[config.mk]
export PLATFORM = sky130hd
export DESIGN_NAME = mm_decode
export DESIGN_NICKNAME = d
export VERILOG_FILES = /design/src/rtl/mm_ram_pkg.sv /design/src/rtl/mm_decode.sv
export SDC_FILE = /design/constraint.sdc
export NUM_CORES = 1
export LEC_CHECK = 0
export BUFFER_PORTS_ARGS = -buffer_cell sky130_fd_sc_hd__buf_2
export CORE_AREA = 2 2 124 126
export CTS_BUF_LIST = sky130_fd_sc_hd__clkbuf_4 sky130_fd_sc_hd__clkbuf_8
export DETAILED_ROUTE_END_ITERATION = 12
export DIE_AREA = 0 0 126 128
export PLACE_DENSITY = 0.69
export SYNTH_ARGS = -nofsm -noshare
export SYNTH_HDL_FRONTEND = slang
export SYNTH_SLANG_ARGS = --single-unit
[constraint.sdc]
create_clock -name clk_i -period 5.1 [get_ports clk_i]
set_input_delay 0.765 -clock clk_i [delete_from_list [all_inputs] [get_ports clk_i]]
set_output_delay 0.765 -clock clk_i [all_outputs]
set_load 0.05 [all_outputs]
[src/rtl/mm_ram_pkg.sv]
package mm_ram_pkg;

    // ------------------------------------------------------------
    // widths
    // ------------------------------------------------------------

    // 4 KiB of byte addressed RAM
    localparam int RAM_ADDR_WIDTH = 12;
    // debug window size as a power of two, placed at the top of RAM
    localparam int DBG_ADDR_WIDTH = 8;
    // fetch width of the instruction port
    localparam int INSTR_RDATA_WIDTH = 128;
    localparam int DATA_WIDTH = 32;
    localparam int IRQ_WIDTH = 32;

    // ------------------------------------------------------------
    // address map of the pseudo peripherals
    // ------------------------------------------------------------

    // test status and exit
    localparam logic [31:0] MMADDR_TESTSTATUS = 32'h2000_0000;
    localparam logic [31:0] MMADDR_EXIT = 32'h2000_0004;

    // interrupt timer, mask first then count-down value
    localparam logic [31:0] MMADDR_TIMERREG = 32'h1500_0000;
    localparam logic [31:0] MMADDR_TIMERVAL = 32'h1500_0004;

    // debug request generator control
    localparam logic [31:0] MMADDR_DBG = 32'h1500_0008;

    // cycle counter, read returns count, write clears
    localparam logic [31:0] MMADDR_TICKS = 32'h1500_1004;

    // ------------------------------------------------------------
    // magic values written to the test status register
    // ------------------------------------------------------------

    localparam logic [31:0] TEST_PASS_VALUE = 32'd123456789;
    localparam logic [31:0] TEST_FAIL_VALUE = 32'd1;

    // ------------------------------------------------------------
    // debug control word layout
    // ------------------------------------------------------------

    // level applied to debug_req once the delay runs out
    localparam int DBG_VALUE_BIT = 31;
    // 1 = pulse, 0 = level
    localparam int DBG_PULSE_BIT = 30;
    // pulse duration in cycles
    localparam int DBG_DUR_LSB = 16;
    localparam int DBG_DUR_MSB = 28;
    // start delay in cycles
    localparam int DBG_DLY_LSB = 0;
    localparam int DBG_DLY_MSB = 14;

endpackage

[src/rtl/mm_decode.sv]
`timescale 1ns/1ps

module mm_decode (
    input  logic                                  clk_i,
    input  logic                                  rst_ni,
    input  logic [31:0]                           dm_halt_addr_i,

    // data port from the core
    input  logic                                  data_req_i,
    input  logic [31:0]                           data_addr_i,
    input  logic                                  data_we_i,
    input  logic [3:0]                            data_be_i,
    input  logic [mm_ram_pkg::DATA_WIDTH-1:0]     data_wdata_i,
    output logic                                  data_gnt_o,
    output logic [mm_ram_pkg::DATA_WIDTH-1:0]     data_rdata_o,
    output logic                                  data_rvalid_o,

    // RAM data port
    output logic                                  ram_req_o,
    output logic [mm_ram_pkg::RAM_ADDR_WIDTH-1:0] ram_addr_o,
    output logic                                  ram_we_o,
    output logic [3:0]                            ram_be_o,
    output logic [mm_ram_pkg::DATA_WIDTH-1:0]     ram_wdata_o,
    input  logic [mm_ram_pkg::DATA_WIDTH-1:0]     ram_rdata_i,

    // peripheral strobes and read back
    input  logic [mm_ram_pkg::DATA_WIDTH-1:0]     ticks_i,
    output logic                                  timer_mask_we_o,
    output logic                                  timer_val_we_o,
    output logic                                  ticks_clear_o,
    output logic                                  dbg_we_o,
    output logic [mm_ram_pkg::DATA_WIDTH-1:0]     wr_data_o,

    // test status
    output logic                                  tests_passed_o,
    output logic                                  tests_failed_o,
    output logic                                  exit_valid_o,
    output logic [31:0]                           exit_value_o
);

    logic [31:0]                           dbg_offset;
    logic                                  dbg_hit;
    logic                                  ram_hit;
    logic                                  rd_req;
    logic                                  wr_req;
    logic                                  rd_ram_q;
    logic                                  rvalid_q;
    logic [mm_ram_pkg::DATA_WIDTH-1:0]     periph_rdata_q;

    // ------------------------------------------------------------
    // address decode
    // ------------------------------------------------------------

    // every request is granted at once
    assign data_gnt_o = data_req_i;
    assign rd_req     = data_req_i && !data_we_i;
    assign wr_req     = data_req_i && data_we_i;

    // debug window starts at dm_halt_addr_i and lands at the top of RAM
    assign dbg_offset = data_addr_i - dm_halt_addr_i;
    assign dbg_hit    = (data_addr_i >= dm_halt_addr_i) &&
                        (dbg_offset[31:mm_ram_pkg::DBG_ADDR_WIDTH] == '0);
    assign ram_hit    = dbg_hit || (data_addr_i[31:mm_ram_pkg::RAM_ADDR_WIDTH] == '0);

    assign ram_req_o   = data_req_i && ram_hit;
    assign ram_we_o    = data_we_i;
    assign ram_be_o    = data_be_i;
    assign ram_wdata_o = data_wdata_i;

    // the debug window takes priority over the plain RAM range
    always_comb begin
        if (dbg_hit) begin
            ram_addr_o = {{(mm_ram_pkg::RAM_ADDR_WIDTH - mm_ram_pkg::DBG_ADDR_WIDTH){1'b1}},
                          dbg_offset[mm_ram_pkg::DBG_ADDR_WIDTH-1:0]};
        end else begin
            ram_addr_o = data_addr_i[mm_ram_pkg::RAM_ADDR_WIDTH-1:0];
        end
    end

    // ------------------------------------------------------------
    // peripheral writes
    // ------------------------------------------------------------

    assign wr_data_o       = data_wdata_i;
    assign timer_mask_we_o = wr_req && !ram_hit && (data_addr_i == mm_ram_pkg::MMADDR_TIMERREG);
    assign timer_val_we_o  = wr_req && !ram_hit && (data_addr_i == mm_ram_pkg::MMADDR_TIMERVAL);
    assign ticks_clear_o   = wr_req && !ram_hit && (data_addr_i == mm_ram_pkg::MMADDR_TICKS);
    assign dbg_we_o        = wr_req && !ram_hit && (data_addr_i == mm_ram_pkg::MMADDR_DBG);

    // status flags live only in the cycle of the write
    always_comb begin
        tests_passed_o = 1'b0;
        tests_failed_o = 1'b0;
        exit_valid_o   = 1'b0;
        exit_value_o   = '0;
        if (wr_req && !ram_hit) begin
            if (data_addr_i == mm_ram_pkg::MMADDR_TESTSTATUS) begin
                tests_passed_o = (data_wdata_i == mm_ram_pkg::TEST_PASS_VALUE);
                tests_failed_o = (data_wdata_i == mm_ram_pkg::TEST_FAIL_VALUE);
            end
            if (data_addr_i == mm_ram_pkg::MMADDR_EXIT) begin
                exit_valid_o = 1'b1;
                exit_value_o = data_wdata_i;
            end
        end
    end

    // ------------------------------------------------------------
    // response path
    // ------------------------------------------------------------

    always_ff @(posedge clk_i or negedge rst_ni) begin
        if (!rst_ni) begin
            rvalid_q <= 1'b0;
            rd_ram_q <= 1'b0;
        end else begin
            rvalid_q <= data_req_i;
            rd_ram_q <= rd_req && ram_hit;
        end
    end

    // tick value sampled at the grant edge, unmapped reads give zero
    always_ff @(posedge clk_i) begin
        if (rd_req && !ram_hit) begin
            periph_rdata_q <= (data_addr_i == mm_ram_pkg::MMADDR_TICKS) ? ticks_i : '0;
        end
    end

    assign data_rvalid_o = rvalid_q;
    assign data_rdata_o  = rd_ram_q ? ram_rdata_i : periph_rdata_q;

endmodule

### Word-level counts from Yosys, hierarchy flattened

Index checks and enable logic that the tools add are counted.
W data, S select, Z words.

* register bits: 34
* input bits: 168
* output and inout bits: 155
* logic and storage cells: 39

* add/sub/neg operators: 1
* $lt $le $gt $ge: 1
* equality and inequality tests: 8
* muxes and demuxes: 10
* reductions and logical operators: 16

Operators with widths (count)
* $eq A32 B29 Y1 const B: 4
* $mux W32: 3
* $eq A32 B30 Y1 const B: 2
* $eq A32 B1 Y1 const B: 1
* $eq A32 B27 Y1 const B: 1
* $ge A32 B32 Y1: 1
* $sub A32 B32 Y32: 1
* $logic_not A24 Y1: 1
* $logic_not A20 Y1: 1
* $mux W12: 1
* $logic_and A1 B1 Y1: 11
* $mux W1: 6
* $logic_not A1 Y1: 2
* $logic_or A1 B1 Y1: 1

### Depth between registers and ports, before layout

* depth after elaboration: 7
* gate-level depth with buffers: 14
* depth with buffers taken out: 12

### Worst setup path after synthesis

OpenSTA, ideal clock, no wires.

* path kind: input-to-reg
* start: input data_addr_i[0]
* end: register periph_rdata_q[0] (netlist bit) (enable)
* setup time: 0.461 ns
* arrival: 5.383 ns
* data required time: 4.639 ns
* setup slack: -0.744 ns
* stages on the path: 14
* buffers on the path: 2
* cell sequence: inv_1 ha_1 fa_1 nor2b_1 o2111ai_1 a211oi_1 o31ai_2 a21boi_1 nor4_1 o2111a_1 and4_1 buf_6 buf_4 nor3_1

* word-level cells in the longest chain between the ends: 6
* elaborated cells between the ends (all ways): 7
* classes of those cells: add/sub (1); order compare (1); reduce/logical (5)

RTL lines
* start: declaration: line mm_decode.sv:10 `input logic [31:0] data_addr_i,`
* $sub A32 B32 Y32: line mm_decode.sv:60 `assign dbg_offset = data_addr_i - dm_halt_addr_i;`
* $logic_not A24 Y1: line mm_decode.sv:62 `(dbg_offset[31:mm_ram_pkg::DBG_ADDR_WIDTH] == '0);`
* $logic_and A1 B1 Y1 *: line mm_decode.sv:61 `assign dbg_hit = (data_addr_i >= dm_halt_addr_i) &&`
* $logic_or A1 B1 Y1 *: line mm_decode.sv:63 `assign ram_hit = dbg_hit || (data_addr_i[31:mm_ram_pkg::RAM_ADDR_WIDTH] == '0);`
* $logic_not A1 Y1 *: line mm_decode.sv:124 `if (rd_req && !ram_hit) begin`
* $logic_and A1 B1 Y1 *: line mm_decode.sv:124
* end signal: assignment: line mm_decode.sv:125 `periph_rdata_q <= (data_addr_i == mm_ram_pkg::MMADDR_TICKS) ? ticks_i : '0;`
* end: declaration: line mm_decode.sv:48 `logic [mm_ram_pkg::DATA_WIDTH-1:0] periph_rdata_q;`

Every way passes the cells marked *; elsewhere a longest branch is shown, timed or not.
A chain may end at the register's enable or synchronous reset.

### Worst setup path after layout

* start: input dm_halt_addr_i[13]
* end: output ram_addr_o[0] (netlist bit)

* word-level cells in the longest chain between the ends: 4
* elaborated cells between the ends (all ways): 5
* classes of those cells: add/sub (1); order compare (1); mux (1); reduce/logical (2)

RTL lines
* start: declaration: line mm_decode.sv:6 `input logic [31:0] dm_halt_addr_i,`
* $sub A32 B32 Y32: line mm_decode.sv:60
* $logic_not A24 Y1: line mm_decode.sv:62
* $logic_and A1 B1 Y1 *: line mm_decode.sv:61
* $mux W12 *: line mm_decode.sv:72 `if (dbg_hit) begin`
* end: declaration: line mm_decode.sv:20 `output logic [mm_ram_pkg::RAM_ADDR_WIDTH-1:0] ram_addr_o,`

Marks and branches as above.

==> results.ini <==
[status]
outcome=complete, no violations

[timing]
relSlewSlack=0.204
fin_ws_ns=0.206
timing.fmax_mhz=204
fin_crit_ns=4.89
hold_viol_final=0
finalSetupTns_ns=0
worstMarginPinSlew_ns=1.19
grt_setup_unrepaired=no
finalCritPeriodShare=0.960
hold-worst-slack_ns=0.256
drv_slew=0
final-setup-viol-count=0

[pwr]
leakage_uw=0.00307
powerDensity_nw_per_um2=175
total_power_uw=1150
ir_drop_mv=0.0762

[yosys]
synth_cell_type_count=62
ys.flop_type=edfxtp_1
avgSynthCellArea_um2=8.03
yosys_warnings=0
synth_commonest_cells=buf_4, inv_1, nand2_1
syn_nets=846
yosysMostFrequentCell=buf_4
synth_cells=645
synth_edf_count=32
yosysSeqAreaShare=0.195
ys_ff_latch=34
yosys.area.top_type=edfxtp_1
yosysTopAreaCellShare=0.186
synthTopCellsByArea=edfxtp_1, buf_4, ha_1, mux2_2, nor3b_1
synthArstFlopShare=0.0588
netlist_area_um2=5180

[critical_path]
cp.arrival_ns=4.13
required_ns=4.34
critPathTopFamily=compound AO/OA/AOI/OAI gates
crit_path_max_incr_delay_ns=0.40
crit_fanout=8
crit_chain=buf_2 > inv_1 > ha_1 > a21oi_1 > o211ai_1 > a21boi_0 > nand4_1 > and4_1 > or3_4 > a2111oi_4 > and4_4 > mux2i_1 > clkbuf_4
critical_path_class=primary input to output port
crit_path_start_kind=primary input
critical_path.slowest_cell=a2111oi_4
critPathBufInv=3
end_kind=output port

[place]
place_hpwl_um=15400
port_buffers=314
post-place-ws_ns=0.0427
place_congestion=0.969

[cells_and_area]
area_delta_synth_final_pct=27.1
nets=1084
drive_above_1_share=0.439
antenna_cells=0
post-route-util=0.443

[clock_tree]
clock-root-buffer=clkbuf_8
cts_hold_buf=0
cts_tree=done
cts.clk_slew.worst_paths_ns=0.06
clkSinkCount=34
clockBufferDepth=2
cts_htree_levels=2
cts_buffers=5

[detailed_routing]
wl_per_cell_um=16.9
ant_nets=0
vias_per_cell=5.27
drc=0
wirelength_um=18100
dr_total_vias=5650
dr.pass1.iters=5
drtIter0Drc=376

[floorplan]
die_height_um=128
die_area_um2=16100
num_rows=45
fp.dieW_um=126
start_util=0.348
core_um2=14900
pin_count=323

[run]
drv_cap=0

[global_route]
antenna_found_initial=0
overflow=0
grt_pass1_vias=5081
grt_pass1_wl_um=27000
grt_max_degree=40
grt_use_total=0.208

[min_path]
worstHoldPathType=primary input to async pin

-- kinds of logic after synthesis --
group                    share of synthesized area
AND/OR/NAND/NOR                              0.268
buffers and inverters                        0.166
AO/OA/AOI/OAI                                0.171
multiplexers                                0.0923
flip-flops                                   0.195
adder cells (fa/ha/maj)                     0.0812
XOR/XNOR                                    0.0254
-- cells in the final DEF (no fill, tap or decap), types with 3 or more instances in the layout --
cell,count
clkbuf_8,5
and2_1,33
a211o_1,3
o2111ai_1,3
o211ai_1,6
nand4_1,12
xnor2_1,9
nor2_1,30
nor3b_1,31
nor2b_1,6
edfxtp_1,32
mux2_2,32
nand2b_1,8
nand3_1,17
o21ai_0,22
mux2_1,6
buf_2,310
nor3_1,15
a21oi_1,37
nand2_1,39
nor4_1,19
o21bai_1,3
o21a_1,9
xor2_1,6
nor4b_1,5
a21boi_0,6
o31a_1,3
clkbuf_4,5
and3_1,6
buf_4,20
ha_1,32
a21o_1,8
or4_1,4
and4_1,5
inv_1,43
mux2i_1,5
a31oi_1,8
-- power breakdown --
group / internal, uW / switching, uW
Clock: 98.9 / 90.5
Sequential: 318 / 3.76
Combinational: 216 / 425
Total: 633 / 519
-- what timing repair did --
| item | in CTS | in global routing |
|---|---|---|
| buffers inserted | 0 | 0 |
| resized for setup | 0 | 7 |
| endpoints found under the setup margin | 0 | 46 |
-- routing by layer --
metal | part of all wire | global-route usage | vias up | wire (um)
met4 | 0.022 | 0.0659 | 0 | 395
met3 | 0.091 | 0.0380 | 30 | 1650
li1 | - | - | 2765 | -
met5 | 0 | 0 | - | 0
met1 | 0.42 | 0.278 | 2576 | 7660
met2 | 0.46 | 0.340 | 279 | 8400
-- layout make-up --
class                   count  area, um2
clock inverters             2       8.76
multi-input cells         464       3340
flip-flops and latches     34       1010
well taps                 188        235
fillers                  1559       8280
clock buffers               6       76.3
repair buffers            335       1750
inverters                  43        161
-- sequential cells by signal, indices dropped and copies added (netlist names) --
| signal | count |
|---|---|
| data_rvalid_o | 1 |
| periph_rdata_q | 32 |
| rd_ram_q | 1 |
-- metrics by stage --
step | cells | area [um2]
floorplan | 645 | 5180
global placement | 1064 | 6470
detailed placement | 1064 | 6470
CTS | 1072 | 6560
global route | 1072 | 6580
finish | 1072 | 6580
-- worst max-delay path by stage --
stage,from,endpoint,cells past startpoint
global route,dm_halt_addr_i[2],ram_addr_o[1],14
detailed placement,data_addr_i[0],exit_value_o[30],15
floorplan,data_addr_i[0],exit_value_o[26],14
global placement,data_addr_i[0],exit_value_o[30],15
CTS,data_addr_i[0],exit_value_o[30],15
finish,dm_halt_addr_i[13],ram_addr_o[0],13
No activity file was read; power rests on OpenSTA's default activity.
