==> config.mk <==
export PLATFORM = sky130hd
export DESIGN_NAME = sys_timer
export DESIGN_NICKNAME = d
export VERILOG_FILES = /design/src/rtl/mm_ram_pkg.sv /design/src/rtl/sys_timer.sv
export SDC_FILE = /design/constraint.sdc
export NUM_CORES = 1
export LEC_CHECK = 0
export BUFFER_PORTS_ARGS = -buffer_cell sky130_fd_sc_hd__buf_2
export CORE_MARGIN = 2
export CORE_UTILIZATION = 45
export CTS_BUF_LIST = sky130_fd_sc_hd__clkbuf_2
export DETAILED_ROUTE_END_ITERATION = 16
export GPL_TIMING_DRIVEN = 0
export PLACE_DENSITY = 0.67
export SYNTH_ARGS = -nofsm -noshare
export SYNTH_HDL_FRONTEND = slang
export SYNTH_SLANG_ARGS = --single-unit
==> constraint.sdc <==
create_clock -name clk_i -period 4.1 [get_ports clk_i]
set_clock_uncertainty 0.05 [all_clocks]
set_input_delay 0.205 -clock clk_i [delete_from_list [all_inputs] [get_ports clk_i]]
set_output_delay 0.205 -clock clk_i [all_outputs]
set_load 0.02 [all_outputs]
==> src/rtl/mm_ram_pkg.sv <==
package mm_ram_pkg;

    // ------------------------------------------------------------
    // widths
    // ------------------------------------------------------------

    // 4 KiB of byte addressed RAM
    localparam int RAM_ADDR_WIDTH = 12;
    // debug window size as a power of two, placed at the top of RAM
    localparam int DBG_ADDR_WIDTH = 8;
    // fetch width of the instruction port
    localparam int INSTR_RDATA_WIDTH = 128;
    localparam int DATA_WIDTH = 32;
    localparam int IRQ_WIDTH = 32;

    // ------------------------------------------------------------
    // address map of the pseudo peripherals
    // ------------------------------------------------------------

    // test status and exit
    localparam logic [31:0] MMADDR_TESTSTATUS = 32'h2000_0000;
    localparam logic [31:0] MMADDR_EXIT = 32'h2000_0004;

    // interrupt timer, mask first then count-down value
    localparam logic [31:0] MMADDR_TIMERREG = 32'h1500_0000;
    localparam logic [31:0] MMADDR_TIMERVAL = 32'h1500_0004;

    // debug request generator control
    localparam logic [31:0] MMADDR_DBG = 32'h1500_0008;

    // cycle counter, read returns count, write clears
    localparam logic [31:0] MMADDR_TICKS = 32'h1500_1004;

    // ------------------------------------------------------------
    // magic values written to the test status register
    // ------------------------------------------------------------

    localparam logic [31:0] TEST_PASS_VALUE = 32'd123456789;
    localparam logic [31:0] TEST_FAIL_VALUE = 32'd1;

    // ------------------------------------------------------------
    // debug control word layout
    // ------------------------------------------------------------

    // level applied to debug_req once the delay runs out
    localparam int DBG_VALUE_BIT = 31;
    // 1 = pulse, 0 = level
    localparam int DBG_PULSE_BIT = 30;
    // pulse duration in cycles
    localparam int DBG_DUR_LSB = 16;
    localparam int DBG_DUR_MSB = 28;
    // start delay in cycles
    localparam int DBG_DLY_LSB = 0;
    localparam int DBG_DLY_MSB = 14;

endpackage

==> src/rtl/sys_timer.sv <==
`timescale 1ns/1ps

module sys_timer (
    input  logic                              clk_i,
    input  logic                              rst_ni,

    // register writes from the decoder
    input  logic                              mask_we_i,
    input  logic                              val_we_i,
    input  logic                              clear_i,
    input  logic [mm_ram_pkg::DATA_WIDTH-1:0] wr_data_i,

    // interrupt interface of the core
    input  logic                              irq_ack_i,
    input  logic [4:0]                        irq_id_i,
    output logic [mm_ram_pkg::IRQ_WIDTH-1:0]  irq_o,

    output logic [mm_ram_pkg::DATA_WIDTH-1:0] ticks_o
);

    logic [mm_ram_pkg::IRQ_WIDTH-1:0]  mask_q;
    logic [mm_ram_pkg::DATA_WIDTH-1:0] cnt_q;
    logic [mm_ram_pkg::IRQ_WIDTH-1:0]  irq_q;
    logic [mm_ram_pkg::DATA_WIDTH-1:0] ticks_q;

    // ------------------------------------------------------------
    // interrupt timer
    // ------------------------------------------------------------

    always_ff @(posedge clk_i or negedge rst_ni) begin
        if (!rst_ni) begin
            mask_q <= '0;
            cnt_q  <= '0;
            irq_q  <= '0;
        end else begin
            if (mask_we_i) begin
                mask_q <= wr_data_i[mm_ram_pkg::IRQ_WIDTH-1:0];
            end

            // a new value restarts the count, zero stops it
            if (val_we_i) begin
                cnt_q <= wr_data_i;
            end else if (cnt_q != '0) begin
                cnt_q <= cnt_q - 1'b1;
            end

            // fire on the last count, acknowledge drops one bit
            if (cnt_q == 32'd1) begin
                irq_q <= mask_q;
            end else if (irq_ack_i) begin
                irq_q[irq_id_i] <= 1'b0;
            end
        end
    end

    assign irq_o = irq_q;

    // free running cycle counter
    always_ff @(posedge clk_i or negedge rst_ni) begin
        if (!rst_ni) begin
            ticks_q <= '0;
        end else if (clear_i) begin
            ticks_q <= '0;
        end else begin
            ticks_q <= ticks_q + 1'b1;
        end
    end

    assign ticks_o = ticks_q;

endmodule

# [After elaboration in Yosys (flattened, before gate mapping)]
# Index checks and enable logic that the tools add are counted.
# W data, S select, Z words.
[totals] ff_bits=128 inputBits=43 elab_cells=22
[classes] addsub=2 n_lt_le_gt_ge=2 n_eq_ne=1 muxes=7 bitwise_logic=2 reduce_logical=4
[op_table] operator="$mux W32" count=5
[op_table] operator="$add A32 B1 Y32 const B" count=1
[op_table] operator="$and A32 B32 Y32" count=1
[op_table] operator="$eq A32 B1 Y1 const B" count=1
[op_table] operator="$not A32 Y32" count=1
[op_table] operator="$reduce_bool A32 Y1" count=1
[op_table] operator="$sub A32 B1 Y32 const B" count=1
[op_table] operator="$lt A5 B6 Y1 const B" count=1
[op_table] operator="$demux W1 S5" count=1
[op_table] operator="$ge A5 B1 Y1 const B" count=1
[op_table] operator="$reduce_bool A2 Y1" count=2
[op_table] operator="$logic_and A1 B1 Y1" count=1
[op_table] operator="$mux W1" count=1

# [Longest topological paths before layout]
[depth] word_depth=8 mapped_depth=8 ltp_nobuf=7

# [Least setup slack after synthesis]
# No wires, ideal clock.
[synth_path] path_kind="reg-to-reg" start="reg cnt_q[2] (netlist name)" end="reg cnt_q[9] (netlist name)" setup_time_ps=136 arrival_time_ps=1991 setup_slack_ps=1923 path_stages_with_launch=7 n_path_buf=1 period_less_slack_ps=2177 path_cell_list="dfrtp_1 -> or4_1 -> clkbuf_1 -> or4_1 -> or3_1 -> a21oi_1 -> o31ai_1"
[synth_between] elab_chain_cells=3 word_cells_on_any_way=5 cone_classes="add/sub (1); mux (2); reduce/logical (2)"
[synth_lines] item="from (decl)" line="sys_timer.sv:22" source="logic [mm_ram_pkg::DATA_WIDTH-1:0] cnt_q;"
[synth_lines] item="from (signal assigned)" line="sys_timer.sv:42" source="cnt_q <= wr_data_i;"
[synth_lines] item="from (signal assigned)" line="sys_timer.sv:44" source="cnt_q <= cnt_q - 1'b1;"
[synth_lines] item="$sub A32 B1 Y32" line="sys_timer.sv:44"
[synth_lines] item="$mux W32" line="sys_timer.sv:43" source="end else if (cnt_q != '0) begin"
[synth_lines] item="$mux W32" line="sys_timer.sv:41" source="if (val_we_i) begin"
# Parallel ways exist; a longest one is shown, timed or not. The select of a mux whose other input is x is not followed.
# A chain may end at the register's enable or synchronous reset.

# [Worst setup path after layout]
[layout_path] start="reg cnt_q[0] (netlist name)" end="reg cnt_q[28] (netlist name)"
# The elaborated chain is that of the path after synthesis.

==> run_summary.xml <==
<?xml version="1.0" encoding="UTF-8"?>
<metrics>
  <group name="sta">
    <metric name="timing_max_transition_violations_final" unit="">0</metric>
    <metric name="final_hold_viol_count" unit="">0</metric>
    <metric name="fin_worst_hold_slack" unit="ps">129</metric>
    <metric name="fin_ws" unit="ps">1210</metric>
    <metric name="clock_period_minus_final_worst_setup_slack" unit="ps">2890</metric>
    <metric name="grt_setup_unrepaired" unit="">no</metric>
    <metric name="final.period_utilization" unit="%">70.6</metric>
    <metric name="timing.max_slew.rel_slack" unit="%">51.9</metric>
    <metric name="timing.fmax" unit="GHz">0.345</metric>
    <metric name="final_setup_violations" unit="">0</metric>
    <metric name="worst_slew_pin_slew" unit="ps">718</metric>
    <metric name="setup_total_negative_slack" unit="ps">0</metric>
  </group>
  <group name="yosys">
    <metric name="main_combinational_cell_family_by_area_after_synthesis" unit="">simple AND/OR/NAND/NOR gates</metric>
    <metric name="synthXorXnorAreaFrac" unit="%">7.21</metric>
    <metric name="synthesis.yosys.warnings" unit="">0</metric>
    <metric name="synthArstFlopShare" unit="%">100</metric>
    <metric name="synth.most_common_cell" unit="">sky130_fd_sc_hd__dfrtp_1</metric>
    <metric name="synth_area" unit="sq um">5950</metric>
    <metric name="area_fraction_in_and_or_nand_and_nor_cells_after_synthesis" unit="%">19.1</metric>
    <metric name="yosys-top-cells-count" unit="">128 x sky130_fd_sc_hd__dfrtp_1, 74 x sky130_fd_sc_hd__nand2_1, 51 x sky130_fd_sc_hd__o21ai_0</metric>
    <metric name="synth_edf_count" unit="">0</metric>
    <metric name="post_synth_inst_count" unit="">580</metric>
    <metric name="post_synth_mux_area_share" unit="%">6.41</metric>
    <metric name="post_synth_main_area_contributors" unit="">sky130_fd_sc_hd__dfrtp_1 54%, sky130_fd_sc_hd__mux2_2 6.2%, sky130_fd_sc_hd__nand2_1 4.7%, sky130_fd_sc_hd__o21ai_0 4.3%, sky130_fd_sc_hd__xor2_1 4.3%</metric>
    <metric name="synth-main-ff-cell" unit="">sky130_fd_sc_hd__dfrtp_1</metric>
    <metric name="synth_top_area_share" unit="%">53.8</metric>
    <metric name="synth-compound-area-share" unit="%">10.7</metric>
    <metric name="post_synth_num_cell_types" unit="">44</metric>
    <metric name="synth-adder-area-share" unit="%">0.631</metric>
    <metric name="synth_seq_cells" unit="">128</metric>
    <metric name="seq_area_frac_synth" unit="%">53.8</metric>
    <metric name="avgSynthCellArea" unit="sq um">10.3</metric>
    <metric name="yosys.area.top_type" unit="">sky130_fd_sc_hd__dfrtp_1</metric>
    <metric name="syn-num-nets" unit="">626</metric>
  </group>
  <group name="power">
    <metric name="share_clk_of_total_power" unit="%">30.7</metric>
    <metric name="seqPwrFrac" unit="%">51.6</metric>
    <metric name="power_switching" unit="mW">0.901</metric>
    <metric name="pwr_density_cell" unit="nW/um^2">390</metric>
    <metric name="switching_share" unit="%">31.0</metric>
    <metric name="p_leak" unit="nW">3.17</metric>
    <metric name="part_of_the_total_power_dissipated_in_combinational_logic" unit="%">17.8</metric>
    <metric name="largest_vdd_supply_drop" unit="V">0.000205</metric>
    <metric name="p_int" unit="mW">2.01</metric>
    <metric name="power.total" unit="mW">2.91</metric>
  </group>
  <group name="die">
    <metric name="initial_core_util" unit="%">45.5</metric>
    <metric name="ioPinCount" unit="">107</metric>
    <metric name="dieWidth" unit="um">119</metric>
    <metric name="row_count" unit="">42</metric>
    <metric name="fp.dieArea" unit="sq um">14200</metric>
    <metric name="core_region_area" unit="sq um">13100</metric>
    <metric name="fp.dieH" unit="um">119</metric>
  </group>
  <group name="finish">
    <metric name="layout_area_overhead" unit="%">25.3</metric>
    <metric name="footprint_of_the_flip_flops_and_latches" unit="sq um">3200</metric>
    <metric name="post_route_cells_drive_above_1_share" unit="%">24.7</metric>
    <metric name="net_count_reported_at_finish" unit="">793</metric>
    <metric name="num-fill-cells" unit="">1141</metric>
    <metric name="multi_input_comb_area" unit="sq um">2630</metric>
  </group>
  <group name="setup_path">
    <metric name="start_kind" unit="">register</metric>
    <metric name="worstPathCellList" unit="">inv_1 -&gt; ha_1 -&gt; nor3b_1 -&gt; nand4_1 -&gt; o21ai_0 -&gt; clkbuf_1 -&gt; o21ai_0</metric>
    <metric name="critical_path.max_fanout" unit="">10</metric>
    <metric name="critical_path_cell_count" unit="">7</metric>
    <metric name="required" unit="ps">4650</metric>
    <metric name="crit-reg2reg-launch" unit="">cnt_q[0]$_DFFE_PN0P_</metric>
    <metric name="critical_path.max_stage_delay" unit="ps">540</metric>
    <metric name="critical_path_arrival" unit="ps">3450</metric>
    <metric name="r2r_end" unit="">cnt_q[28]$_DFFE_PN0P_</metric>
    <metric name="worstRegToRegCells" unit="">7</metric>
    <metric name="setup.worst_path.start" unit="">cnt_q[0]$_DFFE_PN0P_</metric>
    <metric name="critPathCapture" unit="">cnt_q[28]$_DFFE_PN0P_</metric>
    <metric name="crit_path_end_kind" unit="">register</metric>
    <metric name="worst-r2r-setup-slack" unit="ps">1210</metric>
    <metric name="timing.critical_path.mode_cell" unit="">sky130_fd_sc_hd__o21ai_0</metric>
    <metric name="cp_num_buf_inv" unit="">2</metric>
    <metric name="cpMaxStageDelayCell" unit="">sky130_fd_sc_hd__nand4_1</metric>
    <metric name="timing_worst_setup_path_type" unit="">reg2reg</metric>
    <metric name="worst_path_dominant_cell_family" unit="">simple AND/OR/NAND/NOR gates</metric>
  </group>
  <group name="job">
    <metric name="cap_violations" unit="">0</metric>
  </group>
  <group name="placed_design">
    <metric name="globalplace.congestion" unit="">0.888</metric>
    <metric name="hpwl" unit="um">11200</metric>
    <metric name="place.port_buffers" unit="">104</metric>
    <metric name="dp_worst_setup_slack" unit="ps">1270</metric>
  </group>
  <group name="clocking">
    <metric name="insertion_delay" unit="ps">730</metric>
    <metric name="clk_pin_slew" unit="ps">190</metric>
    <metric name="total_clock_buffers_created_by_cts" unit="">17</metric>
    <metric name="tritoncts" unit="">built</metric>
    <metric name="clock-root-buffer" unit="">sky130_fd_sc_hd__clkbuf_2</metric>
    <metric name="htreeDepth" unit="">4</metric>
    <metric name="post_cts.resized_instances" unit="">0</metric>
    <metric name="cts_max_path_buffers" unit="">2</metric>
    <metric name="cts_post_setup_buffers_inserted" unit="">0</metric>
    <metric name="cts.sink_count" unit="">128</metric>
    <metric name="cts.hold.buffers_added" unit="">43</metric>
  </group>
  <group name="routing">
    <metric name="detailed_route_iter0_violations" unit="">517</metric>
    <metric name="post-route-drc-count" unit="">0</metric>
    <metric name="vias" unit="">5081</metric>
    <metric name="route.detailed.wl_per_inst" unit="um">16.6</metric>
    <metric name="vias_per_cell" unit="">5.42</metric>
    <metric name="drtPass1Iterations" unit="">4</metric>
    <metric name="drt.antenna.violating_nets" unit="">0</metric>
    <metric name="route.final.wire_length" unit="um">15600</metric>
  </group>
  <group name="hold_path">
    <metric name="worst_hold_path_type" unit="">in2reg</metric>
  </group>
  <group name="grt">
    <metric name="grt_first_pass_wirelength" unit="um">25300</metric>
    <metric name="antenna_found_initial" unit="">1</metric>
    <metric name="first_global_vias" unit="">5051</metric>
    <metric name="grt_max_degree" unit="">74</metric>
    <metric name="groute.usage.overall" unit="%">22.9</metric>
    <metric name="overflow" unit="">0</metric>
  </group>
  <group name="run_status">
    <metric name="run_status" unit="">completed</metric>
  </group>
</metrics>
## cell usage in the layout, fill, tap and decap left out, drive strengths merged, types with 6 or more instances in the layout
| cell type | netlist | routed |
|---|---|---|
| a21oi | 7 | 7 |
| buf | 8 | 114 |
| clkbuf | 16 | 33 |
| clkinv | 1 | 9 |
| dfrtp | 128 | 128 |
| dlygate4sd3 | 0 | 42 |
| inv | 6 | 7 |
| mux2 | 33 | 33 |
| nand2 | 74 | 74 |
| nand3 | 14 | 14 |
| nand3b | 6 | 6 |
| nand4 | 17 | 17 |
| nor2 | 41 | 41 |
| nor3 | 9 | 9 |
| nor4 | 14 | 14 |
| o21ai | 100 | 100 |
| or3 | 12 | 12 |
| xnor2 | 20 | 20 |
| xor2 | 29 | 29 |
## power groups by stage
stage	sequential (mW)	combinational (mW)	clock [mW]
global route	1.52	0.566	0.963
detailed placement	1.52	0.484	0
floorplan	1.59	0.200	0
global placement	1.52	0.468	0
CTS	1.50	0.520	0.905
finish	1.50	0.517	0.892
## worst min-delay path: cells and delay by family
family	cells	cell delay (ps)
buffers and inverters	1	110
AOI/OAI and AO/OA	2	260
and+or+nand+nor	1	300
## metrics by stage
| step | cells | utilization [%] | instance area [sq um] |
|---|---|---|---|
| after floorplan | 580 | - | 5950 |
| after detailed placement | 861 | 51.4 | 6730 |
| final | 937 | 57.0 | 7450 |
| after CTS | 936 | 56.9 | 7450 |
| after global placement | 860 | 51.1 | 6690 |
| after global routing | 937 | 57.0 | 7450 |
## routing by layer
layer | track usage, % | part of all wire (%)
met1 | 31.1 | 45
met3 | 5.51 | 5.4
met5 | 0 | 0
met2 | 35.4 | 46
met4 | 9.45 | 2.7
## layout make-up
type | instances | share of cell area, %
antenna | 1 | 0.0336
inverter | 7 | 0.353
tap | 176 | 2.95
timing repair buffer | 148 | 13.4
clock inverter | 15 | 2.59
multi-input combinational | 421 | 35.2
clock buffer | 17 | 1.14
buffer | 24 | 1.28
sequential | 128 | 43.0
## state kept, by name (all words and copies together) (netlist names)
register / flops
cnt_q: 32
ticks_o: 32
mask_q: 32
irq_o: 32
## how the worst min path moves through the flow
stage | slack [ps] | end | start | cells after the start
floorplan | -140 | cnt_q[0]$_DFFE_PN0P_ | rst_ni | 0
global placement | 380 | ticks_o[31]$_DFF_PN0_ | clear_i | 2
detailed placement | 150 | ticks_o[16]$_DFF_PN0_ | rst_ni | 1
CTS | 90 | irq_o[3]$_DFFE_PN0P_ | irq_id_i[0] | 4
global route | 120 | ticks_o[31]$_DFF_PN0_ | clear_i | 3
finish | 130 | irq_o[3]$_DFFE_PN0P_ | irq_id_i[0] | 4
## cell families (layout without fill, tap and decap cells)
logic type / Yosys count / in the layout
adder cells (fa/ha/maj): 3 / 3
buffers and inverters: 31 / 211
AO/OA/AOI/OAI: 121 / 121
flip-flops: 128 / 128
multiplexers: 34 / 34
AND/OR/NAND/NOR: 214 / 214
other: 0 / 1
XOR/XNOR: 49 / 49
Power figures use the tool's default switching activity.
