--- src/rtl/mm_ram_pkg.sv ---
package mm_ram_pkg;

    // ------------------------------------------------------------
    // widths
    // ------------------------------------------------------------

    // 4 KiB of byte addressed RAM
    localparam int RAM_ADDR_WIDTH = 12;
    // debug window size as a power of two, placed at the top of RAM
    localparam int DBG_ADDR_WIDTH = 8;
    // fetch width of the instruction port
    localparam int INSTR_RDATA_WIDTH = 128;
    localparam int DATA_WIDTH = 32;
    localparam int IRQ_WIDTH = 32;

    // ------------------------------------------------------------
    // address map of the pseudo peripherals
    // ------------------------------------------------------------

    // test status and exit
    localparam logic [31:0] MMADDR_TESTSTATUS = 32'h2000_0000;
    localparam logic [31:0] MMADDR_EXIT = 32'h2000_0004;

    // interrupt timer, mask first then count-down value
    localparam logic [31:0] MMADDR_TIMERREG = 32'h1500_0000;
    localparam logic [31:0] MMADDR_TIMERVAL = 32'h1500_0004;

    // debug request generator control
    localparam logic [31:0] MMADDR_DBG = 32'h1500_0008;

    // cycle counter, read returns count, write clears
    localparam logic [31:0] MMADDR_TICKS = 32'h1500_1004;

    // ------------------------------------------------------------
    // magic values written to the test status register
    // ------------------------------------------------------------

    localparam logic [31:0] TEST_PASS_VALUE = 32'd123456789;
    localparam logic [31:0] TEST_FAIL_VALUE = 32'd1;

    // ------------------------------------------------------------
    // debug control word layout
    // ------------------------------------------------------------

    // level applied to debug_req once the delay runs out
    localparam int DBG_VALUE_BIT = 31;
    // 1 = pulse, 0 = level
    localparam int DBG_PULSE_BIT = 30;
    // pulse duration in cycles
    localparam int DBG_DUR_LSB = 16;
    localparam int DBG_DUR_MSB = 28;
    // start delay in cycles
    localparam int DBG_DLY_LSB = 0;
    localparam int DBG_DLY_MSB = 14;

endpackage

--- src/rtl/debug_req_gen.sv ---
`timescale 1ns/1ps

module debug_req_gen (
    input  logic                              clk_i,
    input  logic                              rst_ni,
    input  logic                              we_i,
    input  logic [mm_ram_pkg::DATA_WIDTH-1:0] wr_data_i,
    output logic                              debug_req_o
);

    logic [mm_ram_pkg::DBG_DLY_MSB-mm_ram_pkg::DBG_DLY_LSB:0] dly_load;
    logic [mm_ram_pkg::DBG_DUR_MSB-mm_ram_pkg::DBG_DUR_LSB:0] dur_load;
    logic [mm_ram_pkg::DBG_DLY_MSB-mm_ram_pkg::DBG_DLY_LSB:0] start_cnt_q;
    logic [mm_ram_pkg::DBG_DUR_MSB-mm_ram_pkg::DBG_DUR_LSB:0] dur_cnt_q;
    logic                                                     value_q;
    logic                                                     idle;

    // ------------------------------------------------------------
    // control word decode
    // ------------------------------------------------------------

    always_comb begin
        dly_load = wr_data_i[mm_ram_pkg::DBG_DLY_MSB:mm_ram_pkg::DBG_DLY_LSB];
        dur_load = wr_data_i[mm_ram_pkg::DBG_DUR_MSB:mm_ram_pkg::DBG_DUR_LSB];

        // a zero field counts as one cycle
        if (dly_load == '0) begin
            dly_load[0] = 1'b1;
        end
        if (dur_load == '0) begin
            dur_load[0] = 1'b1;
        end

        // level mode has no release phase
        if (!wr_data_i[mm_ram_pkg::DBG_PULSE_BIT]) begin
            dur_load = '0;
        end
    end

    assign idle = (start_cnt_q == '0) && (dur_cnt_q == '0);

    // ------------------------------------------------------------
    // delay then pulse sequencer
    // ------------------------------------------------------------

    always_ff @(posedge clk_i or negedge rst_ni) begin
        if (!rst_ni) begin
            start_cnt_q <= '0;
            dur_cnt_q   <= '0;
            value_q     <= 1'b0;
            debug_req_o <= 1'b0;
        end else if (we_i && idle) begin
            // writes while busy are dropped
            start_cnt_q <= dly_load;
            dur_cnt_q   <= dur_load;
            value_q     <= wr_data_i[mm_ram_pkg::DBG_VALUE_BIT];
        end else if (start_cnt_q != '0) begin
            start_cnt_q <= start_cnt_q - 1'b1;
            if (start_cnt_q == 1) begin
                debug_req_o <= value_q;
            end
        end else if (dur_cnt_q != '0) begin
            dur_cnt_q <= dur_cnt_q - 1'b1;
            if (dur_cnt_q == 1) begin
                debug_req_o <= !value_q;
            end
        end
    end

endmodule

--- config.mk ---
export PLATFORM = sky130hd
export DESIGN_NAME = debug_req_gen
export DESIGN_NICKNAME = d
export VERILOG_FILES = /design/src/rtl/mm_ram_pkg.sv /design/src/rtl/debug_req_gen.sv
export SDC_FILE = /design/constraint.sdc
export NUM_CORES = 1
export LEC_CHECK = 0
export BUFFER_PORTS_ARGS = -buffer_cell sky130_fd_sc_hd__buf_2
export CELL_PAD_IN_SITES_DETAIL_PLACEMENT = 2
export CELL_PAD_IN_SITES_GLOBAL_PLACEMENT = 2
export CORE_UTILIZATION = 30
export DETAILED_ROUTE_END_ITERATION = 12
export GPL_ROUTABILITY_DRIVEN = 0
export PLACE_DENSITY = 0.74
export SYNTH_ARGS = -nofsm -noshare
export SYNTH_HDL_FRONTEND = slang
export SYNTH_SLANG_ARGS = --single-unit
export TNS_END_PERCENT = 50
--- constraint.sdc ---
create_clock -name clk_i -period 1.9 [get_ports clk_i]
set_input_delay 0 -clock clk_i [delete_from_list [all_inputs] [get_ports clk_i]]
set_output_delay 0 -clock clk_i [all_outputs]
set_load 0.05 [all_outputs]
## Word level (Yosys, flattened, before mapping)

Cells that the tools add are included.

| cells by class | value |
|---|---|
| $add $sub $neg | 2 |
| equal/unequal tests | 4 |
| multiplexer cells | 12 |
| reduce and logical (&&, ||, !) cells | 15 |
| bitwise operators | 1 |

Operator list:

| operator | count |
|---|---|
| $mux 13 | 4 |
| $logic_not 15->1 | 2 |
| $mux 15 | 2 |
| $logic_not 13->1 | 2 |
| $eq 15x1->1 const B | 1 |
| $reduce_bool 15->1 | 1 |
| $sub 15x1->15 const B | 1 |
| $eq 13x1->1 const B | 1 |
| $reduce_bool 13->1 | 1 |
| $sub 13x1->13 const B | 1 |
| $reduce_bool 2->1 | 4 |
| $mux 1 | 6 |
| $reduce_and 4->1 | 1 |
| $logic_and 1x1->1 | 2 |
| $ne 2x1->1 const B | 1 |
| $ne 2x2->1 const B | 1 |
| $reduce_and 2->1 | 1 |
| $logic_not 1->1 | 1 |
| $not 1->1 | 1 |

| word-level totals | value |
|---|---|
| logic and storage cells | 38 |
| input port bits | 35 |
| register bits after elaboration | 30 |
| output and inout bits | 1 |

## Logic depth before layout (Yosys ltp)

Gate-level depths: netlist of run 1.

| depth | value |
|---|---|
| word-level depth | 5 |
| mapped depth | 9 |
| mapped depth without buffers | 7 |

## Worst setup path before layout of run 1

No wires, ideal clock.

| path | value |
|---|---|
| path kind | register to register |
| start | reg start_cnt_q[0] in the netlist's numbering |
| end | reg dur_cnt_q[7] in the netlist's numbering |
| data required time | 1.779 ns |
| library setup time | 0.121 ns |
| stages on the path, launching flop included | 9 |
| data arrival time | 1.883 ns |
| buffers on the path | 1 |
| slack | -0.104 ns |
| path through | dfrtp_1 -> inv_1 -> ha_1 -> nor4b_1 -> nand4_2 -> a21oi_1 -> buf_2 -> o21ai_1 -> a22o_1 |

| on the way | value |
|---|---|
| cells in the longest elaborated chain, start to end | 5 |
| elaborated cells on any way between the ends | 8 |
| classes of those cells | eq/ne: 1; mux: 1; reduce/logical: 6 |

RTL lines:

| item | RTL line | RTL |
|---|---|---|
| start: declaration | debug_req_gen.sv:13 | `logic [mm_ram_pkg::DBG_DLY_MSB-mm_ram_pkg::DBG_DLY_LSB:0] start_cnt_q;` |
| start signal: assignment | debug_req_gen.sv:54 | `start_cnt_q <= dly_load;` |
| start signal: assignment | debug_req_gen.sv:58 | `start_cnt_q <= start_cnt_q - 1'b1;` |
| $logic_not 15->1 | debug_req_gen.sv:40 | `assign idle = (start_cnt_q == '0) && (dur_cnt_q == '0);` |
| $logic_and 1x1->1 | debug_req_gen.sv:40 |  |
| $logic_and 1x1->1 | debug_req_gen.sv:52 | `end else if (we_i && idle) begin` |
| $ne 2x2->1 (no source line) / $reduce_bool 2->1 (equally long branches) | - |  |
| $reduce_and 2->1 (no source line) | - |  |
| end signal: assignment | debug_req_gen.sv:55 | `dur_cnt_q <= dur_load;` |
| end signal: assignment | debug_req_gen.sv:63 | `dur_cnt_q <= dur_cnt_q - 1'b1;` |
| end: declaration | debug_req_gen.sv:14 | `logic [mm_ram_pkg::DBG_DUR_MSB-mm_ram_pkg::DBG_DUR_LSB:0] dur_cnt_q;` |

Parallel ways exist; a longest one is shown, timed or not.
A chain may end at the register's enable or synchronous reset.

## Final worst setup path of run 1

| path | value |
|---|---|
| start | reg dur_cnt_q[0] in the netlist's numbering |
| end | reg dur_cnt_q[3] in the netlist's numbering |

| on the way | value |
|---|---|
| cells in the longest elaborated chain, start to end | 5 |
| elaborated cells on any way between the ends | 11 |
| classes of those cells | add/sub: 1; eq/ne: 1; mux: 3; reduce/logical: 6 |

RTL lines:

| item |
|---|
| branches (longest 5 deep; another with $sub 13x1->13) |

Several ways; the timed one is not identified. The select of a mux whose other input is x is not followed.

==> results.cfg, run 1 <==
[placement]
portBuffers = 33
post-place-ws_ns = -0.143
dp_hpwl_mm = 5.92
placedCellCount = 377
dpl_cell_area_um2 = 2590

[critical_path]
endpoint_kind = register
r2r_cells = 8
worstSetupPathType = register to register
crit_start = dur_cnt_q[0]
endpoint = dur_cnt_q[3]
r2r_slack_ns = -0.08
cp_num_buf_inv = 2
r2r_start = dur_cnt_q[0]
cp.depth = 8
worstPathCellList = inv_2, ha_4, nor4bb_4, nand4b_4, buf_4, nor3_1, a21oi_1, o21ai_0
max_stage_delay_ns = 0.40
crit_fanout = 10
cp.arrival_ns = 2.17
crit_slowest_cell = dfrtp_1
cp-start-kind = register
r2r-end = dur_cnt_q[3]
required_ns = 2.09
cp_top_family = simple AND/OR/NAND/NOR gates

[finish]
n_fill_cell = 731
syn_to_final_growth_pct = 48.2
multi_input_area_um2 = 1370
design_area_um2 = 3080
register_area_um2 = 753
diodes = 0
final_net_count = 372
stdcell_count = 409
drive_above_1_share_pct = 39.8

[timing]
fin_ws_ns = -0.0787
rsz0062_at_grt = true
min_period_ns = 1.98
fmax_mhz = 505
tightest_slew_ns = 0.777
fin_skew_ns = 0.00714
hold_viol_final = 0
maxSlewViolCount = 0
setup_viol = 11
fin_crit_sh_pct = 104
final.setup.tns_ns = -0.436
relSlewSlack_pct = 48.2

[synth]
netlist_top_cells_count = 31 x nand2_1, 30 x dfrtp_1, 22 x a21oi_1
synth_warnings = 0
synth_top_area_cell = dfrtp_1
yosysUniqueCellTypes = 55
synthTopCellsByArea = dfrtp_1 36%, nand2_1 5.6%, a21oi_1 5.3%
netlist.area_leader.share_pct = 36.2
avgSynthCellArea_um2 = 8.76
synthCells = 237
synth_ff_type = dfrtp_1
post-synth-top-count-cell = nand2_1
synth_area_um2 = 2080
synth_edf_count = 0
ys_seq_area_share_pct = 36.2
ys_seq_elements = 30
async_reset_ff_share_pct = 100
synthesis.nets = 278

[global_routing]
grt_pass1_wl_mm = 14.0
grt_util_met3_pct = 3.11
gr-total-overflow = 0
grtUsageTotal_pct = 25.3
grtUsageMet1_pct = 26.9
grt_max_degree = 31
met2_usage_pct = 50.8
grt_pass1_vias = 2703
grt-busiest-layer = met2
grt_antenna_before_repair = 0

[routing]
drt_iter0_markers = 27
first_pass_iters = 4
avgRoutedWirePerCell_um = 21.8
drc = 0
drtAntennaViolNets = 0
wirelength_mm = 8.90
vias = 2340
avgViaCountPerCell = 5.72

[clock_tree]
tritoncts = built
cts_sinks = 30
cts-root-buf = clkbuf_8
htreeDepth = 2
clockBufferDepth = 2
cts_buffers = 5
clk_latency_ns = 0.29
path_clk_slew_ns = 0.08

[hold_path]
hold_path.class = input port to register

[power_and_ir_drop]
worst_ir_drop_vdd_mv = 0.255
powerDensity_nw_per_um2 = 461
cellLeakagePower_nw = 1.35
power.total_mw = 1.42

[outcome]
violations = negative setup slack
outcome = finished, violations left

[floorplanning]
start_util_pct = 31.8
die-area_um2 = 7260
die_x_um = 85.2
ios = 36
die_y_um = 85.2
core_um2 = 6530
rows = 29

[job]
maxCapViolations = 0
-- metrics by stage --
step | hold slack (ns) | utilization, %
after floorplan | -0.296 | -
after global placement | 0.113 | 39.7
after detailed placement | 0.120 | 39.7
after CTS | 0.00633 | 45.1
after global routing | 0.0357 | 47.1
final | 0.0125 | 47.1
-- area by class of cell --
cell class	count	share of cell area (%)
clock buffer	5	2.24
clock inverter	3	1.30
tap	77	3.13
sequential	30	24.5
timing repair buffer	98	23.0
inverter	11	1.34
multi-input combinational	185	44.5
-- worst reg2reg max path: stages, from the launching register on --
cell and delay, ns:
dfrtp_1 0.40, inv_2 0.10, ha_4 0.16, nor4bb_4 0.26, nand4b_4 0.21, buf_4 0.24
nor3_1 0.22, a21oi_1 0.08, o21ai_0 0.22
-- per-layer routing --
| metal | share of wire [%] | routed length, um |
|---|---|---|
| met5 | 0 | 0 |
| met4 | 2.2 | 192 |
| met3 | 1.9 | 171 |
| met2 | 56 | 5000 |
| met1 | 40 | 3540 |
-- cell families (layout without fill, tap and decap cells) --
family	Yosys count	count (layout)	share of synthesized area [%]
adders and majority gates	6	6	3.62
muxes	5	5	2.59
AOI/OAI and AO/OA	68	68	20.6
DFF	30	30	36.2
and+or+nand+nor	102	102	30.2
buffers and inverters	22	117	5.18
xor gates and xnor gates	4	4	1.69
-- worst min path at each step --
stage / from / to / depth (start not counted)
6_report: wr_data_i[3] / start_cnt_q[3] / 3
2_1_floorplan: rst_ni / debug_req_o / 0
5_1_grt: we_i / dur_cnt_q[0] / 3
4_1_cts: wr_data_i[3] / start_cnt_q[3] / 3
3_5_place_dp: rst_ni / start_cnt_q[9] / 1
3_3_place_gp: rst_ni / start_cnt_q[9] / 1
-- state kept, by name (all words and copies together) (netlist names) --
register,flops
value_q,1
start_cnt_q,15
dur_cnt_q,13
debug_req_o,1
-- what timing repair did --
action,4_1_cts,5_1_grt
buffers inserted,7,6
setup endpoints to repair,28,27
hold endpoints to repair,39,0
hold buffers,10,0
gates resized for setup,23,21
gates cloned,1,0
pin swaps,7,18
-- placed cells by master (no fill, tap or decap), types with 3 or more instances in the layout --
master and count:
dlygate4sd3_1 10, clkbuf_8 5, o22ai_1 3, buf_6 8
o21ai_0 10, buf_4 46, xor2_1 3, buf_2 33
a21oi_1 17, inv_1 7, nor3_1 7, and3_1 3
a31oi_1 6, a22o_1 4, nand2_1 31, nor2_1 11
a211oi_1 5, dfrtp_1 28, o21ai_1 3, a21boi_0 3
nand3_1 5, a21oi_2 4, ha_1 4, inv_2 4
nand4_1 4, nor4_1 10
-- power breakdown --
| group | total [mW] | internal (mW) | leakage, nW | switching (mW) |
|---|---|---|---|---|
| sequential | 0.645 | 0.641 | 0.346 | 0.00429 |
| combinational | 0.103 | 0.0481 | 0.945 | 0.0547 |
| clock | 0.671 | 0.386 | 0.0579 | 0.285 |
| total | 1.42 | 1.08 | 1.35 | 0.344 |
(Power assumes the default switching activity.)
==> run 2, diff against run 1 <==
--- a/config.mk
+++ b/config.mk
@@ -5,13 +5,14 @@
 export SDC_FILE = /design/constraint.sdc
 export NUM_CORES = 1
 export LEC_CHECK = 0
+export ABC_AREA = 1
 export BUFFER_PORTS_ARGS = -buffer_cell sky130_fd_sc_hd__buf_2
 export CELL_PAD_IN_SITES_DETAIL_PLACEMENT = 2
 export CELL_PAD_IN_SITES_GLOBAL_PLACEMENT = 2
-export CORE_UTILIZATION = 30
+export CORE_UTILIZATION = 28
 export DETAILED_ROUTE_END_ITERATION = 12
 export GPL_ROUTABILITY_DRIVEN = 0
-export PLACE_DENSITY = 0.74
+export PLACE_DENSITY_LB_ADDON = 0.1
 export SYNTH_ARGS = -nofsm -noshare
 export SYNTH_HDL_FRONTEND = slang
 export SYNTH_SLANG_ARGS = --single-unit
==> results.cfg, run 2 <==
[critical_path]
endpoint_kind = register
cp.arrival_ns = 1.99
required_ns = 2.13
cp-start-kind = register
worstSetupPathType = register to register
crit_fanout = 12

[finish]
drive_above_1_share_pct = 17.1
stdcell_count = 499
syn_to_final_growth_pct = 24.8
final_common_cell = nand2_1
top_register = start_cnt_q
final_cell_mix = 128 x nand2_1, 42 x nor2_1, 41 x nand3_1
diodes = 0
final_net_count = 438
multi_input_area_um2 = 1310
largest_register_ffs = 15
register_area_um2 = 751
reg.largest.list = start_cnt_q (15), dur_cnt_q (13)
n_fill_cell = 941

[timing]
relSlewSlack_pct = 49.0
fin_skew_ns = 0.00550
min_period_ns = 1.76
fmax_mhz = 569
rsz0062_at_grt = false
final.setup.tns_ns = 0
tightest_slew_ns = 0.766
maxSlewViolCount = 0
fin_crit_sh_pct = 92.4
hold_viol_final = 0
setup_viol = 0

[floorplanning]
core_um2 = 7730
rows = 32
ios = 36
start_util_pct = 29.0
die_y_um = 91.5
die_x_um = 91.5
die-area_um2 = 8370

[routing]
vias = 2336
drc = 0
wirelength_mm = 7.07
drtAntennaViolNets = 0
avgViaCountPerCell = 4.68
drt_iter0_markers = 33
avgRoutedWirePerCell_um = 14.2
first_pass_iters = 4

[placement]
portBuffers = 33
dp_hpwl_mm = 5.40
placedCellCount = 476

[synth]
synth_ff_type = dfrtp_1
synthesis.nets = 381
synth_edf_count = 0
post-synth-top-count-cell = nand2_1
ys_seq_elements = 30
netlist_top_cells_count = 128 x nand2_1, 42 x nor2_1, 41 x nand3_1, 30 x dfrtp_1, 28 x inv_1
synth_area_um2 = 2240
synthTopCellsByArea = dfrtp_1 33%, nand2_1 21%, nand3_1 9.1%
synth_warnings = 0
netlist.area_leader.share_pct = 33.5
yosysUniqueCellTypes = 32
avgSynthCellArea_um2 = 6.60
synth_top_area_cell = dfrtp_1
async_reset_ff_share_pct = 100
synthCells = 340
ys_seq_area_share_pct = 33.5

[global_routing]
grt_pass1_vias = 2634
grt_max_degree = 31
gr-total-overflow = 0
grtUsageTotal_pct = 18.6
grt_pass1_wl_mm = 12.1
grt_antenna_before_repair = 0

[power_and_ir_drop]
powerDensity_nw_per_um2 = 447
internal_power_uw = 942
seq_power_share_pct = 51.0
swShare_pct = 24.7
p_comb_share_pct = 8.5
cellLeakagePower_nw = 1.44
worst_ir_drop_vdd_mv = 0.190
switching_power_uw = 309
pwr-share-clk_pct = 40.5

[job]
maxCapViolations = 0

[clock_tree]
cts_sinks = 30
clockBufferDepth = 2
htreeDepth = 2
cts_resized = 0
clk_latency_ns = 0.29
post_cts_buffers = 0
tritoncts = built
cts-root-buf = clkbuf_8
postCtsHoldBufs = 15
path_clk_slew_ns = 0.07
cts_buffers = 5

[hold_path]
hold_path.class = input port to register

[outcome]
outcome = complete, no violations
==> run 2: area by class of cell <==
type | instances | share of cell area (%)
Clock buffer | 7 | 2.73
Tap cell | 102 | 4.56
Inverter | 33 | 4.69
Timing Repair Buffer | 58 | 14.5
Multi-Input combinational cell | 269 | 46.7
Sequential cell | 30 | 26.8
==> run 2: stage by stage <==
step / setup WS (ns) / hold WS, ns / area, um^2 / power, mW / util, %
after floorplan: 0.357 / -0.296 / 2240 / 0.670 / -
after global placement: 0.186 / 0.120 / 2560 / 0.731 / 33.2
after detailed placement: 0.137 / 0.120 / 2560 / 0.733 / 33.2
after CTS: 0.114 / 0.000482 / 2790 / 1.27 / 36.1
after global routing: 0.0131 / 0.0205 / 2800 / 1.31 / 36.2
final: 0.144 / 0.00372 / 2800 / 1.25 / 36.2
==> run 2: logic make-up after synthesis <==
family	Yosys count	synth area share, %
flops	30	33.5
buf+inv	41	8.20
compound gates	15	4.07
xor+xnor	14	5.47
simple gates	234	45.5
fa+ha+maj	6	3.35
==> run 2: critical path, cell delays in order (launching register included) <==
cell	delay, ns
dfrtp_1	0.40
inv_1	0.08
ha_1	0.18
inv_1	0.05
nor2_1	0.10
nand2_1	0.07
nor2_2	0.20
nand3_4	0.17
buf_4	0.23
nand2_1	0.08
nand3_1	0.07
nand2_1	0.06
==> run 2: path summary, 6_finish.rpt <==
check	slack, ns	from	cells past startpoint	endpoint
worst max-delay path	0.14	dur_cnt_q[0]	11	dur_cnt_q[3]
worst min-delay path	0.004	wr_data_i[0]	5	start_cnt_q[0]
worst max register to register	0.14	dur_cnt_q[0]	11	dur_cnt_q[3]
worst min register to register	0.49	debug_req_o	2	debug_req_o
max in group asynchronous	1.10	rst_ni	2	start_cnt_q[0]
min in group asynchronous	0.32	rst_ni	2	start_cnt_q[12]
==> run 2: power by group through the flow <==
stage          Combinational, mW  Clock [mW]  Sequential, mW
2_1_floorplan             0.0189           0           0.651
3_3_place_gp              0.0800           0           0.651
3_5_place_dp              0.0821           0           0.651
4_1_cts                    0.106       0.528           0.638
5_1_grt                    0.119       0.551           0.638
6_report                   0.106       0.507           0.639
==> run 2: routing by layer <==
layer / vias to the layer above / track usage [%] / part of all wire [%]
met1: 1112 / 18.9 / 40
li1: 1180 / - / -
met5: - / 0 / 0
met2: 34 / 38.0 / 56
met4: 0 / 5.82 / 1.8
met3: 10 / 2.60 / 2.1
